### src/include/img_settings.svh
`ifndef IMG_SETTINGS_SVH
`define IMG_SETTINGS_SVH

// ========================================================================
// Capture sizing
// ========================================================================

// Command header words, sent most significant first
`define IMG_HEADER_WORDS 8

// Words held by the send FIFO
`define IMG_FIFO_DEPTH 16

// Credits granted by the downstream writer after reset
`define IMG_CREDIT_MAX 4

// Word counter covers 256x256 pixels plus header and checksum
`define IMG_COUNT_W 17

// Highlight and shadow counters
`define IMG_STAT_W 18

`endif

### src/img_ctrl_pkg.sv
`include "img_settings.svh"

package img_ctrl_pkg;

    // ========================================================================
    // Capture control
    // ========================================================================

    // Framer sequence
    typedef enum logic [2:0] {
        ST_IDLE,
        ST_CLEAR,
        ST_HEADER,
        ST_WAIT_IDLE,
        ST_WAIT_FRAME,
        ST_PIXELS,
        ST_CHECKSUM_LO,
        ST_CHECKSUM_HI
    } capture_state_t;

    // Results of the last capture
    typedef struct packed {
        logic [`IMG_COUNT_W-1:0] word_count;
        logic [`IMG_STAT_W-1:0]  highlight_count;
        logic [`IMG_STAT_W-1:0]  shadow_count;
        logic                    overflow;      // sticky, a pixel word was dropped
    } capture_status_t;

endpackage

### src/img_data_pkg.sv
`include "img_settings.svh"

package img_data_pkg;

    // ========================================================================
    // Sensor and stream data
    // ========================================================================

    // One sensor sample
    typedef logic [11:0] pixel_t;

    // One word on the downstream link
    typedef logic [15:0] word_t;

    // Command header, sliced into stream words
    typedef logic [`IMG_HEADER_WORDS*16-1:0] header_t;

    // Registered sensor sample with its framing marks
    typedef struct packed {
        logic   valid;          // line valid
        logic   frame;          // frame valid
        logic   frame_rise;
        logic   frame_fall;
        logic   block_sample;   // first pixel of a 4x4 block
        pixel_t data;
    } pixel_beat_t;

endpackage

### src/credit_word_sender.sv
`timescale 1ns/1ps
`include "img_settings.svh"

module credit_word_sender (
    input  logic                clk,
    input  logic                rst_n,
    input  logic                push,
    input  img_data_pkg::word_t push_data,
    output logic                full,
    input  logic                credit,
    output logic                out_valid,
    output img_data_pkg::word_t out_data
);
    import img_data_pkg::*;

    localparam int DEPTH  = `IMG_FIFO_DEPTH;
    localparam int PTR_W  = $clog2(DEPTH);
    localparam int CNT_W  = $clog2(DEPTH + 1);
    localparam int CRED_W = $clog2(`IMG_CREDIT_MAX + 1);

    word_t             mem [DEPTH];
    logic [PTR_W-1:0]  wr_ptr;
    logic [PTR_W-1:0]  rd_ptr;
    logic [CNT_W-1:0]  count;
    logic [CRED_W-1:0] credits;
    logic              wr_en;
    logic              pop;

    assign full  = (count == CNT_W'(DEPTH));
    assign wr_en = push && !full;
    // A word leaves only against a credit
    assign pop   = (count != '0) && (credits != '0);

    always_ff @(posedge clk or negedge rst_n) begin
        if (!rst_n) begin
            wr_ptr    <= '0;
            rd_ptr    <= '0;
            count     <= '0;
            credits   <= CRED_W'(`IMG_CREDIT_MAX);
            out_valid <= 1'b0;
        end else begin
            out_valid <= pop;
            if (wr_en) begin
                wr_ptr <= (wr_ptr == PTR_W'(DEPTH - 1)) ? '0 : wr_ptr + 1'b1;
            end
            if (pop) begin
                rd_ptr <= (rd_ptr == PTR_W'(DEPTH - 1)) ? '0 : rd_ptr + 1'b1;
            end
            case ({wr_en, pop})
                2'b10:   count <= count + 1'b1;
                2'b01:   count <= count - 1'b1;
                default: count <= count;
            endcase
            // Send and returned credit in one cycle cancel
            case ({pop, credit})
                2'b10:   credits <= credits - 1'b1;
                2'b01:   credits <= credits + 1'b1;
                default: credits <= credits;
            endcase
        end
    end

    always_ff @(posedge clk) begin
        if (wr_en) begin
            mem[wr_ptr] <= push_data;
        end
        if (pop) begin
            out_data <= mem[rd_ptr];
        end
    end

    // Downstream returns no more credits than words it received
    a_credit_overrun: assert property (@(posedge clk) disable iff (!rst_n)
        credit |-> (credits < CRED_W'(`IMG_CREDIT_MAX)));

    a_credit_bound: assert property (@(posedge clk) disable iff (!rst_n)
        credits <= CRED_W'(`IMG_CREDIT_MAX));

endmodule

### src/fletcher_checksum.sv
`timescale 1ns/1ps

module fletcher_checksum (
    input  logic                clk,
    input  logic                rst_n,
    input  logic                clear,
    input  logic                enable,
    input  img_data_pkg::word_t word,
    output logic [31:0]         sum
);
    import img_data_pkg::*;

    localparam logic [16:0] MODULUS = 17'd65535;

    word_t       swapped;
    logic [15:0] sum1;
    logic [15:0] sum2;
    logic [16:0] add1;
    logic [16:0] add2;
    logic [15:0] next1;
    logic [15:0] next2;

    // Host reads the stream little-endian
    assign swapped = {word[7:0], word[15:8]};

    // Both running sums stay below 65535
    assign add1  = {1'b0, sum1} + {1'b0, swapped};
    assign next1 = (add1 >= MODULUS) ? 16'(add1 - MODULUS) : add1[15:0];
    assign add2  = {1'b0, sum2} + {1'b0, next1};
    assign next2 = (add2 >= MODULUS) ? 16'(add2 - MODULUS) : add2[15:0];

    always_ff @(posedge clk or negedge rst_n) begin
        if (!rst_n) begin
            sum1 <= '0;
            sum2 <= '0;
        end else if (clear) begin
            sum1 <= '0;
            sum2 <= '0;
        end else if (enable) begin
            sum1 <= next1;
            sum2 <= next2;
        end
    end

    assign sum = {sum2, sum1};

endmodule

### src/img_block_stats.sv
`timescale 1ns/1ps
`include "img_settings.svh"

module img_block_stats (
    input  logic                      clk,
    input  logic                      rst_n,
    input  logic                      clear,
    input  img_data_pkg::pixel_beat_t beat,
    output logic [`IMG_STAT_W-1:0]    highlight_count,
    output logic [`IMG_STAT_W-1:0]    shadow_count
);
    import img_data_pkg::*;

    localparam int PIXEL_W = $bits(pixel_t);

    // Only the top seven bits decide the class
    logic [6:0] top_bits;

    assign top_bits = beat.data[PIXEL_W-1 -: 7];

    always_ff @(posedge clk or negedge rst_n) begin
        if (!rst_n) begin
            highlight_count <= '0;
            shadow_count    <= '0;
        end else if (clear) begin
            highlight_count <= '0;
            shadow_count    <= '0;
        end else if (beat.block_sample) begin
            // Saturated sample
            if (&top_bits) begin
                highlight_count <= highlight_count + 1'b1;
            end else if (~|top_bits) begin
                // Black sample
                shadow_count <= shadow_count + 1'b1;
            end
        end
    end

endmodule

### src/img_capture_framer.sv
`timescale 1ns/1ps
`include "img_settings.svh"

module img_capture_framer (
    input  logic                          clk,
    input  logic                          rst_n,
    input  logic                          capture,
    input  img_data_pkg::header_t         header,
    input  img_data_pkg::pixel_beat_t     beat,
    input  logic                          full,
    output logic                          push,
    output img_data_pkg::word_t           push_data,
    output logic                          capture_done,
    output img_ctrl_pkg::capture_status_t status
);
    import img_data_pkg::*;
    import img_ctrl_pkg::*;

    localparam int HDR_CNT_W = $clog2(`IMG_HEADER_WORDS);
    localparam int WORD_W    = $bits(word_t);

    capture_state_t          state;
    header_t                 hdr_shift;
    logic [HDR_CNT_W-1:0]    hdr_left;
    logic [`IMG_COUNT_W-1:0] word_count;
    logic                    overflow;
    logic                    clear;
    logic                    in_frame;
    logic                    pix_word;
    logic                    sum_en;
    logic [31:0]             sum;
    logic [`IMG_STAT_W-1:0]  highlight_count;
    logic [`IMG_STAT_W-1:0]  shadow_count;
    pixel_beat_t             stats_beat;

    assign clear = (state == ST_CLEAR);

    // The first frame beat can carry a pixel before frame_rise shows up
    assign in_frame = (state == ST_PIXELS) || ((state == ST_WAIT_FRAME) && beat.frame);
    assign pix_word = in_frame && beat.valid && beat.frame;

    // ========================================================================
    // Word selection
    // ========================================================================
    always_comb begin
        push      = 1'b0;
        push_data = hdr_shift[$bits(header_t)-1 -: WORD_W];
        case (state)
            ST_HEADER: push = !full;
            ST_WAIT_FRAME, ST_PIXELS: begin
                // Pixel stored little-endian
                push      = pix_word && !full;
                push_data = {beat.data[7:0], 4'b0000, beat.data[11:8]};
            end
            ST_CHECKSUM_LO: begin
                push      = !full;
                push_data = {sum[7:0], sum[15:8]};
            end
            ST_CHECKSUM_HI: begin
                push      = !full;
                push_data = {sum[23:16], sum[31:24]};
            end
            default: push = 1'b0;
        endcase
    end

    // Checksum words are not folded into themselves
    assign sum_en = push && (state inside {ST_HEADER, ST_WAIT_FRAME, ST_PIXELS});

    // ========================================================================
    // Capture sequence
    // ========================================================================
    always_ff @(posedge clk or negedge rst_n) begin
        if (!rst_n) begin
            state        <= ST_IDLE;
            hdr_left     <= '0;
            word_count   <= '0;
            overflow     <= 1'b0;
            capture_done <= 1'b0;
        end else begin
            capture_done <= 1'b0;
            if (push) begin
                word_count <= word_count + 1'b1;
            end
            // Sensor cannot stall, so a pixel meeting a full FIFO is lost
            if (pix_word && full) begin
                overflow <= 1'b1;
            end
            case (state)
                ST_CLEAR: begin
                    word_count <= '0;
                    overflow   <= 1'b0;
                    hdr_left   <= HDR_CNT_W'(`IMG_HEADER_WORDS - 1);
                    state      <= ST_HEADER;
                end
                ST_HEADER: begin
                    if (push && (hdr_left == '0)) begin
                        state <= ST_WAIT_IDLE;
                    end else if (push) begin
                        hdr_left <= hdr_left - 1'b1;
                    end
                end
                ST_WAIT_IDLE:   if (!beat.frame) state <= ST_WAIT_FRAME;
                ST_WAIT_FRAME:  if (beat.frame_rise) state <= ST_PIXELS;
                ST_PIXELS:      if (beat.frame_fall) state <= ST_CHECKSUM_LO;
                ST_CHECKSUM_LO: if (push) state <= ST_CHECKSUM_HI;
                ST_CHECKSUM_HI: begin
                    if (push) begin
                        capture_done <= 1'b1;
                        state        <= ST_IDLE;
                    end
                end
                default: state <= ST_IDLE;
            endcase
            if (capture) begin
                state <= ST_CLEAR;
            end
        end
    end

    always_ff @(posedge clk) begin
        if (capture) begin
            hdr_shift <= header;
        end else if ((state == ST_HEADER) && push) begin
            hdr_shift <= hdr_shift << WORD_W;
        end
    end

    // Block statistics only see samples from the captured frame
    always_comb begin
        stats_beat              = beat;
        stats_beat.block_sample = beat.block_sample && in_frame;
    end

    fletcher_checksum u_checksum (
        .clk    (clk),
        .rst_n  (rst_n),
        .clear  (clear),
        .enable (sum_en),
        .word   (push_data),
        .sum    (sum)
    );

    img_block_stats u_stats (
        .clk             (clk),
        .rst_n           (rst_n),
        .clear           (clear),
        .beat            (stats_beat),
        .highlight_count (highlight_count),
        .shadow_count    (shadow_count)
    );

    always_comb begin
        status.word_count      = word_count;
        status.highlight_count = highlight_count;
        status.shadow_count    = shadow_count;
        status.overflow        = overflow;
    end

    // Sender must have room for every word pushed
    a_no_push_when_full: assert property (@(posedge clk) disable iff (!rst_n)
        push |-> !full);

endmodule

### src/img_capture_top.sv
`timescale 1ns/1ps

module img_capture_top (
    input  logic                          clk,
    input  logic                          rst_n,
    // Sensor
    input  img_data_pkg::pixel_t          img_d,
    input  logic                          img_fv,
    input  logic                          img_lv,
    // Command
    input  logic                          capture,
    input  img_data_pkg::header_t         header,
    // Downstream link
    output logic                          out_valid,
    output img_data_pkg::word_t           out_data,
    input  logic                          credit,
    // Status
    output logic                          capture_done,
    output img_ctrl_pkg::capture_status_t status
);

    img_data_pkg::pixel_beat_t beat;
    img_data_pkg::word_t       push_data;
    logic                      push;
    logic                      full;

    img_pixel_sampler u_sampler (
        .clk    (clk),
        .rst_n  (rst_n),
        .img_d  (img_d),
        .img_fv (img_fv),
        .img_lv (img_lv),
        .beat   (beat)
    );

    img_capture_framer u_framer (
        .clk          (clk),
        .rst_n        (rst_n),
        .capture      (capture),
        .header       (header),
        .beat         (beat),
        .full         (full),
        .push         (push),
        .push_data    (push_data),
        .capture_done (capture_done),
        .status       (status)
    );

    credit_word_sender u_sender (
        .clk       (clk),
        .rst_n     (rst_n),
        .push      (push),
        .push_data (push_data),
        .full      (full),
        .credit    (credit),
        .out_valid (out_valid),
        .out_data  (out_data)
    );

endmodule

### src/img_pixel_sampler.sv
`timescale 1ns/1ps

module img_pixel_sampler (
    input  logic                      clk,
    input  logic                      rst_n,
    input  img_data_pkg::pixel_t      img_d,
    input  logic                      img_fv,
    input  logic                      img_lv,
    output img_data_pkg::pixel_beat_t beat
);
    import img_data_pkg::*;

    // Position inside the current 4x4 block
    logic [1:0]  col;
    logic [1:0]  row;
    logic        frame_d;
    pixel_beat_t nxt;

    // Edge marks trail the beat that shows the change by one cycle
    always_comb begin
        nxt.valid        = img_lv;
        nxt.frame        = img_fv;
        nxt.frame_rise   = beat.frame && !frame_d;
        nxt.frame_fall   = !beat.frame && frame_d;
        nxt.block_sample = img_lv && (col == 2'd0) && (row == 2'd0);
        nxt.data         = img_d;
    end

    always_ff @(posedge clk or negedge rst_n) begin
        if (!rst_n) begin
            col     <= '0;
            row     <= '0;
            frame_d <= 1'b0;
            beat    <= '0;
        end else begin
            beat    <= nxt;
            frame_d <= beat.frame;
            col     <= img_lv ? col + 2'd1 : 2'd0;
            // Row steps when a line ends
            if (!img_fv) begin
                row <= '0;
            end else if (beat.valid && !img_lv) begin
                row <= row + 2'd1;
            end
        end
    end

endmodule

### config.mk
export PLATFORM = sky130hd
export DESIGN_NAME = img_capture_top
export DESIGN_NICKNAME = d
export VERILOG_FILES = /design/src/img_ctrl_pkg.sv /design/src/img_data_pkg.sv /design/src/credit_word_sender.sv /design/src/fletcher_checksum.sv /design/src/img_block_stats.sv /design/src/img_capture_framer.sv /design/src/img_capture_top.sv /design/src/img_pixel_sampler.sv
export VERILOG_INCLUDE_DIRS = /design/src /design/src/include
export SDC_FILE = /design/constraint.sdc
export NUM_CORES = 1
export LEC_CHECK = 0
export ABC_CLOCK_PERIOD_IN_PS = 26700
export BUFFER_PORTS_ARGS = -buffer_cell sky130_fd_sc_hd__buf_2
export CAP_MARGIN = 15
export CORE_ASPECT_RATIO = 0.6
export CORE_MARGIN = 4
export CORE_UTILIZATION = 36
export DETAILED_ROUTE_END_ITERATION = 8
export SLEW_MARGIN = 0
export SYNTH_ARGS = -nofsm -noshare
export SYNTH_HDL_FRONTEND = slang
export SYNTH_SLANG_ARGS = --single-unit
### constraint.sdc
create_clock -name clk -period 26.7 [get_ports clk]
set_clock_uncertainty 0.05 [all_clocks]
set_input_delay 1.335 -clock clk [delete_from_list [all_inputs] [get_ports clk]]
set_output_delay 1.335 -clock clk [all_outputs]
set_load 0.01 [all_outputs]
# After elaboration in Yosys (flattened, before gate mapping)
# Memories as Yosys holds them, arrays and structs flattened. A register that Yosys moved wholly into a read port is not among the register bits.
# Cells that the tools add are included.
# totals
regBits,260
mem_bits_rw,256
out_inout_bits,72
n_memories,1
# op_classes
addsub,16
n_lt_le_gt_ge,2
eq_ne,25
n_mux,43
n_reduce_logical,44
# memory_table
name,depth,width,rd,rd_ports_with_merged_regs,write_ports,line,source
u_sender.mem,16,16,1,1,1,credit_word_sender.sv:21,word_t mem [DEPTH];
# op_table
cell,count
2-to-1 mux 128 bit,2
2-to-1 mux 18 bit,7
2-to-1 mux 16 bit,6
case mux 16 bit (3 select lines),1
adder 18 x 1 -> 18 bit (second input constant),2
adder 16 x 16 -> 17 bit,2
>= comparator 17 x 16 -> 1 bit (second input constant),2
2-to-1 mux 17 bit,2
subtractor 16 bit (second input constant),2
2-to-1 mux 3 bit,9
case mux 3 bit (7 select lines),1
nonzero test 2 bit,9
adder 17 x 1 -> 17 bit (second input constant),1
logical AND 1 bit,16
== test 3 bit (second input constant),4
inequality test 3 bit (second input constant),4
case mux 3 bit (2 select lines),2
case mux 5 bit (2 select lines),1
adder 4 x 1 -> 4 bit (second input constant),2
== test 4 bit (second input constant),2
2-to-1 mux 4 bit,2
inequality test 2 x 1 -> 1 bit (second input constant),4
AND reduction 7 bit,1
OR reduction 7 bit,1
other kinds (26),45

# Logic depth before layout (Yosys ltp)
# logic_depth
depth_word,11
mapped_depth,36

# By module
# From an unflattened synthesis, not the netlist that was laid out.
# unflattened
hier_cells,1749
hier_area_um2,24848.8
# modules_own_cells
module,instances,cells_each,area_per_inst_um2,seq_area_each_um2
credit_word_sender,1,522,11175.7,8594.5
img_capture_framer,1,488,7074.3,4469.3
fletcher_checksum,1,501,4028.9,800.8
img_block_stats,1,198,1901.8,900.9
img_pixel_sampler,1,40,668.1,550.5

# Worst setup path after synthesis
# Ideal clock, no wire load.
# synth_timing
path_type,flip-flop to flip-flop
startpoint,register u_framer.state[0]
endpoint,register u_framer.u_checksum.sum2[7]
arrival_time_ns,8.981
t_required_ns,26.528
setup_slack_ns,17.547
path_stages_with_launch,35
n_path_buf,6
synth_period_minus_slack_ns,9.153
path_cell_list,dfrtp_1 -> inv_1 -> ha_1 -> clkbuf_1 -> and2_1 -> clkbuf_1 -> or3_1 -> clkbuf_1 -> clkbuf_1 -> nor2_1 -> a21oi_1 -> ha_1 -> inv_1 -> fa_1 -> nand2b_1 -> a211oi_2 -> nor2_1 -> a2111o_1 -> or4_1 -> buf_2 -> or4b_1 -> buf_2 -> o21ai_2 -> mux2i_1 -> inv_1 -> ha_1 -> a211oi_1 -> o211ai_1 -> a21oi_1 -> xor2_1 -> or4b_1 -> nor4_1 -> a31oi_1 -> or3_1 -> a32o_1
# synth_between
elab_chain_cells,11
word_cells_on_any_way,28
# synth_rtl
element,line,source
"start, declared",img_capture_framer.sv:22,capture_state_t state;
"start signal, assigned",img_capture_framer.sv:75,state <= ST_IDLE;
"start signal, assigned",img_capture_framer.sv:94,state <= ST_HEADER;
"start signal, assigned",img_capture_framer.sv:98,state <= ST_WAIT_IDLE;
== test 3 bit,img_capture_framer.sv:48,case (state)
OR reduction 2 bit,img_capture_framer.sv:48,
case mux 16 bit (3 select lines) *,img_capture_framer.sv:48,
via push_data[8],img_capture_top.sv:23,img_data_pkg::word_t push_data;
adder 16 x 16 -> 17 bit *,fletcher_checksum.sv:27,"assign add1 = {1'b0, sum1} + {1'b0, swapped};"
subtractor 16 bit or >= comparator 17 x 16 -> 1 bit (tied branches),fletcher_checksum.sv:28,assign next1 = (add1 >= MODULUS) ? 16'(add1 - MODULUS) : add1[15:0];
2-to-1 mux 16 bit *,fletcher_checksum.sv:28,
adder 16 x 16 -> 17 bit *,fletcher_checksum.sv:29,"assign add2 = {1'b0, sum2} + {1'b0, next1};"
subtractor 16 bit or >= comparator 17 x 16 -> 1 bit (tied branches),fletcher_checksum.sv:30,assign next2 = (add2 >= MODULUS) ? 16'(add2 - MODULUS) : add2[15:0];
2-to-1 mux 16 bit *,fletcher_checksum.sv:30,
2-to-1 mux 16 bit *,fletcher_checksum.sv:39,end else if (enable) begin
2-to-1 mux 16 bit *,fletcher_checksum.sv:36,end else if (clear) begin
"end signal, assigned",fletcher_checksum.sv:41,sum2 <= next2;
"end, declared",fletcher_checksum.sv:17,logic [15:0] sum2;
# Mark *: on every way through the listed nets, which the timed path passes. The rest lies on a longest branch. The select of a mux whose other input is x is not followed.
# A chain may end at the register's enable or synchronous reset.

# Final worst setup path
# Ends and elaborated chain as after synthesis.

==> results.yml <==
routing:
  firstDrtPassIters: 8
  drtIter0Drc: 1673
  wl_per_cell_um: 20.9
  num_vias: 16000
  viasPerCell: 5.35
  drtAntennaViolNets: 0
  drc: 0
  drt_wl_total_mm: 62.6
yosys:
  synth_area_leaders: "edfxtp_1 49%, dfrtp_1 13%, mux2_2 5.9%"
  netlist_instances: 1822
  yosysMostFrequentCell: "edfxtp_1"
  synth_area_um2: 24700
  yosysTopAreaCell: "edfxtp_1"
  synth-seq-cells: 532
  async_flop_share: 0.248
  synth_nets: 2033
  ys_types: 86
  yosysTopAreaCellShare: 0.486
  netlist_top_cells_count: "400 x edfxtp_1, 131 x dfrtp_1, 129 x mux2_2, 124 x nor2_1, 117 x nand2_1"
  synth_warnings: 0
  avgSynthCellArea_um2: 13.6
  synthFlopType: "edfxtp_1"
  synth_edf_count: 400
  seq_area_frac_synth: 0.620
placed_design:
  io_buffers: 217
  gp_congestion: 0.897
  place_hpwl_mm: 41.7
  placed_area_um2: 26900
hold_path:
  hold_depth: 1
  hp-class: "register to register"
  hold_end: "u_sampler.beat[14]$_DFF_PN0_"
  hold_start: "u_sampler.frame_d$_DFF_PN0_"
floorplanning:
  fp.dieArea_um2: 73000
  fp.dieW_um: 346
  die-height_um: 211
  io_pins: 218
  rows: 74
  initial_core_util: 0.363
  coreArea_um2: 68000
clock_network:
  clk_path_buf_depth: 3
  cts_resized: 0
  cts_tree: "yes"
  clk_pin_slew_ns: 0.07
  postCtsSetupBuffers: 0
  insertion_delay_ns: 0.60
  root_buffer: "clkbuf_16"
  numCtsBuffers: 51
  cts_sinks: 532
  cts_hold_buffers: 0
  htreeDepth: 2
power:
  leakage_nw: 11.0
  ir_drop_v: 0.0000803
  powerDensity_nw_per_um2: 131
final_layout:
  nNetsFinal: 2248
  area_growth_pct: 16.1
  register_area_um2: 15300
  layout-drive-gt1-share: 0.257
  nFillCells: 6262
  stdcell_area_um2: 28700
  multiInputGateArea_um2: 8940
sta:
  setup_tns_ns: 0
  rsz0062_at_grt: "no"
  final_max_slew_viol_count: 0
  period_share: 0.425
  hold_viol: 0
  max_freq_mhz: 88.1
  relSlewSlack: 0.239
  min_period_ns: 11.35
  setup_viol: 0
  worst_pin_slew_ns: 1.14
global_routing:
  grt_pass1_vias: 15800
  grt_usage: 0.169
  overflow: 0
  globalRouteMet1Util: 0.253
  grt_max_degree: 78
  busiest_layer: "met1"
  grt_pass1_wl_mm: 95.6
  antenna_found_initial: 5
  globalRouteMet3Util: 0.0501
  grt.met2_usage: 0.241
critical_path:
  crit_type: "register to register"
  r2r_slack_ns: 15.35
  r2r_cells: 26
  critPathCaptureType: "register"
  r2r_end: "u_framer.u_checksum.sum2[7]$_DFFE_PN0P_"
  r2r_start: "u_framer.state[0]$_DFFE_PN0P_"
  arrival_ns: 11.79
  path_max_fanout: 24
  cp_data_required_time_ns: 27.14
  critPathLaunchType: "register"
flow_run:
  cap_violations: 0
outcome:
  status: "completed"
-- worst max-delay path, cell delays in order, from the launching register on --
cell and delay [ns]:
dfrtp_1 0.41, inv_1 0.10, ha_1 0.34, and2_1 0.69, or3_1 0.70, o21a_1 0.59, inv_1 0.13, fa_1 0.45
nand2b_1 0.20, a211oi_2 0.48, nor2_1 0.12, a2111o_1 0.45, or4_1 0.64, or4b_1 0.67, o21ai_2 0.64, mux2i_1 0.41
inv_1 0.08, ha_1 0.27, a211oi_1 0.52, o211ai_1 0.45, a31o_2 0.32, nor3_1 0.42, o21ai_0 0.23, nor2_1 0.70
a31oi_1 0.45, or3_1 0.43, a32o_1 0.25
-- stage by stage --
stage	power [mW]	std cells	worst slack, ns	utilization	hold WS [ns]
floorplan	2.48	1822	17.55	-	0.345
global placement	2.94	2890	15.56	0.396	0.353
detailed placement	2.96	2890	15.10	0.396	0.368
CTS	3.72	2985	15.01	0.421	0.376
global route	3.99	2992	14.65	0.422	0.400
finish	3.75	2993	15.35	0.422	0.367
-- worst max-delay path by stage --
stage	end	startpoint	depth (start not counted)	slack, ns
2_1_floorplan	u_framer.u_checksum.sum2[7]$_DFFE_PN0P_	u_framer.state[0]$_DFFE_PN0P_	34	17.55
3_3_place_gp	u_framer.u_checksum.sum2[7]$_DFFE_PN0P_	u_framer.state[0]$_DFFE_PN0P_	28	15.56
3_5_place_dp	u_framer.u_checksum.sum2[7]$_DFFE_PN0P_	u_framer.state[0]$_DFFE_PN0P_	28	15.10
4_1_cts	u_framer.u_checksum.sum2[7]$_DFFE_PN0P_	u_framer.state[0]$_DFFE_PN0P_	28	15.01
5_1_grt	u_framer.u_checksum.sum2[7]$_DFFE_PN0P_	u_framer.state[0]$_DFFE_PN0P_	26	14.65
6_report	u_framer.u_checksum.sum2[7]$_DFFE_PN0P_	u_framer.state[0]$_DFFE_PN0P_	26	15.35
-- cell families after synthesis --
family,Yosys count,synth area share
flip-flops,532,0.620
buffers and inverters,135,0.0213
XOR/XNOR,82,0.0294
AND/OR/NAND/NOR,453,0.0893
multiplexers,219,0.112
AO/OA/AOI/OAI,336,0.0943
adder cells (fa/ha/maj),65,0.0341
-- state kept, by name (all words and copies together) (netlist names), 4 cells and up --
name and cells:
u_framer.word_count 17, u_framer.u_stats.highlight_count 18, u_sender.out_data 16, u_framer.u_checksum.sum1 16, u_sampler.beat 17, u_framer.hdr_shift 128, u_sender.wr_ptr 4, u_framer.u_stats.shadow_count 18
u_sender.rd_ptr 4, u_framer.u_checksum.sum2 16, u_sender.mem 256, u_sender.count 5
-- report_power, final --
part	internal, mW	leakage, nW	switching, mW
Sequential	1.08	5.44	0.102
Clock	0.422	0.829	0.318
Combinational	0.684	4.76	1.15
-- cell type report --
class	count	area share
multi-input cells	1155	0.312
repair buffers	252	0.0482
diodes	2	0.000175
clock buffers	78	0.0526
inverters	45	0.00589
well taps	912	0.0398
flip-flops and latches	532	0.534
clock inverters	17	0.00716
-- layer usage --
metal	share of wire	vias to the layer above
met4	0.016	6
li1	-	7369
met5	0.00075	-
met3	0.087	80
met1	0.47	8018
met2	0.42	549
-- layout by cell type, fill, tap and decap left out, drive strengths merged, types with 6 or more instances in the layout --
cell type,Yosys,layout
a222oi,16,16
buf,25,251
nor3,26,26
and2,42,42
nand3,35,35
nand4,18,18
nor2b,10,10
nand2b,8,8
ha,61,61
dfrtp,131,131
and3,20,20
xor2,53,53
or2,6,6
a22o,12,12
mux2,129,129
o311ai,7,7
mux4,32,32
clkinv,1,9
a211oi,7,7
a221oi,17,17
a31oi,10,10
nand2,117,117
inv,44,47
xnor2,29,29
or3,12,12
nor2,124,124
o31ai,8,8
mux2i,58,58
o21a,7,7
clkbuf,65,78
a22oi,17,17
nor4,13,13
o211ai,12,12
a21oi,79,79
o21ai,78,78
a21o,21,21
edfxtp,400,400
Note: power is estimated with default switching activity, not from simulation.
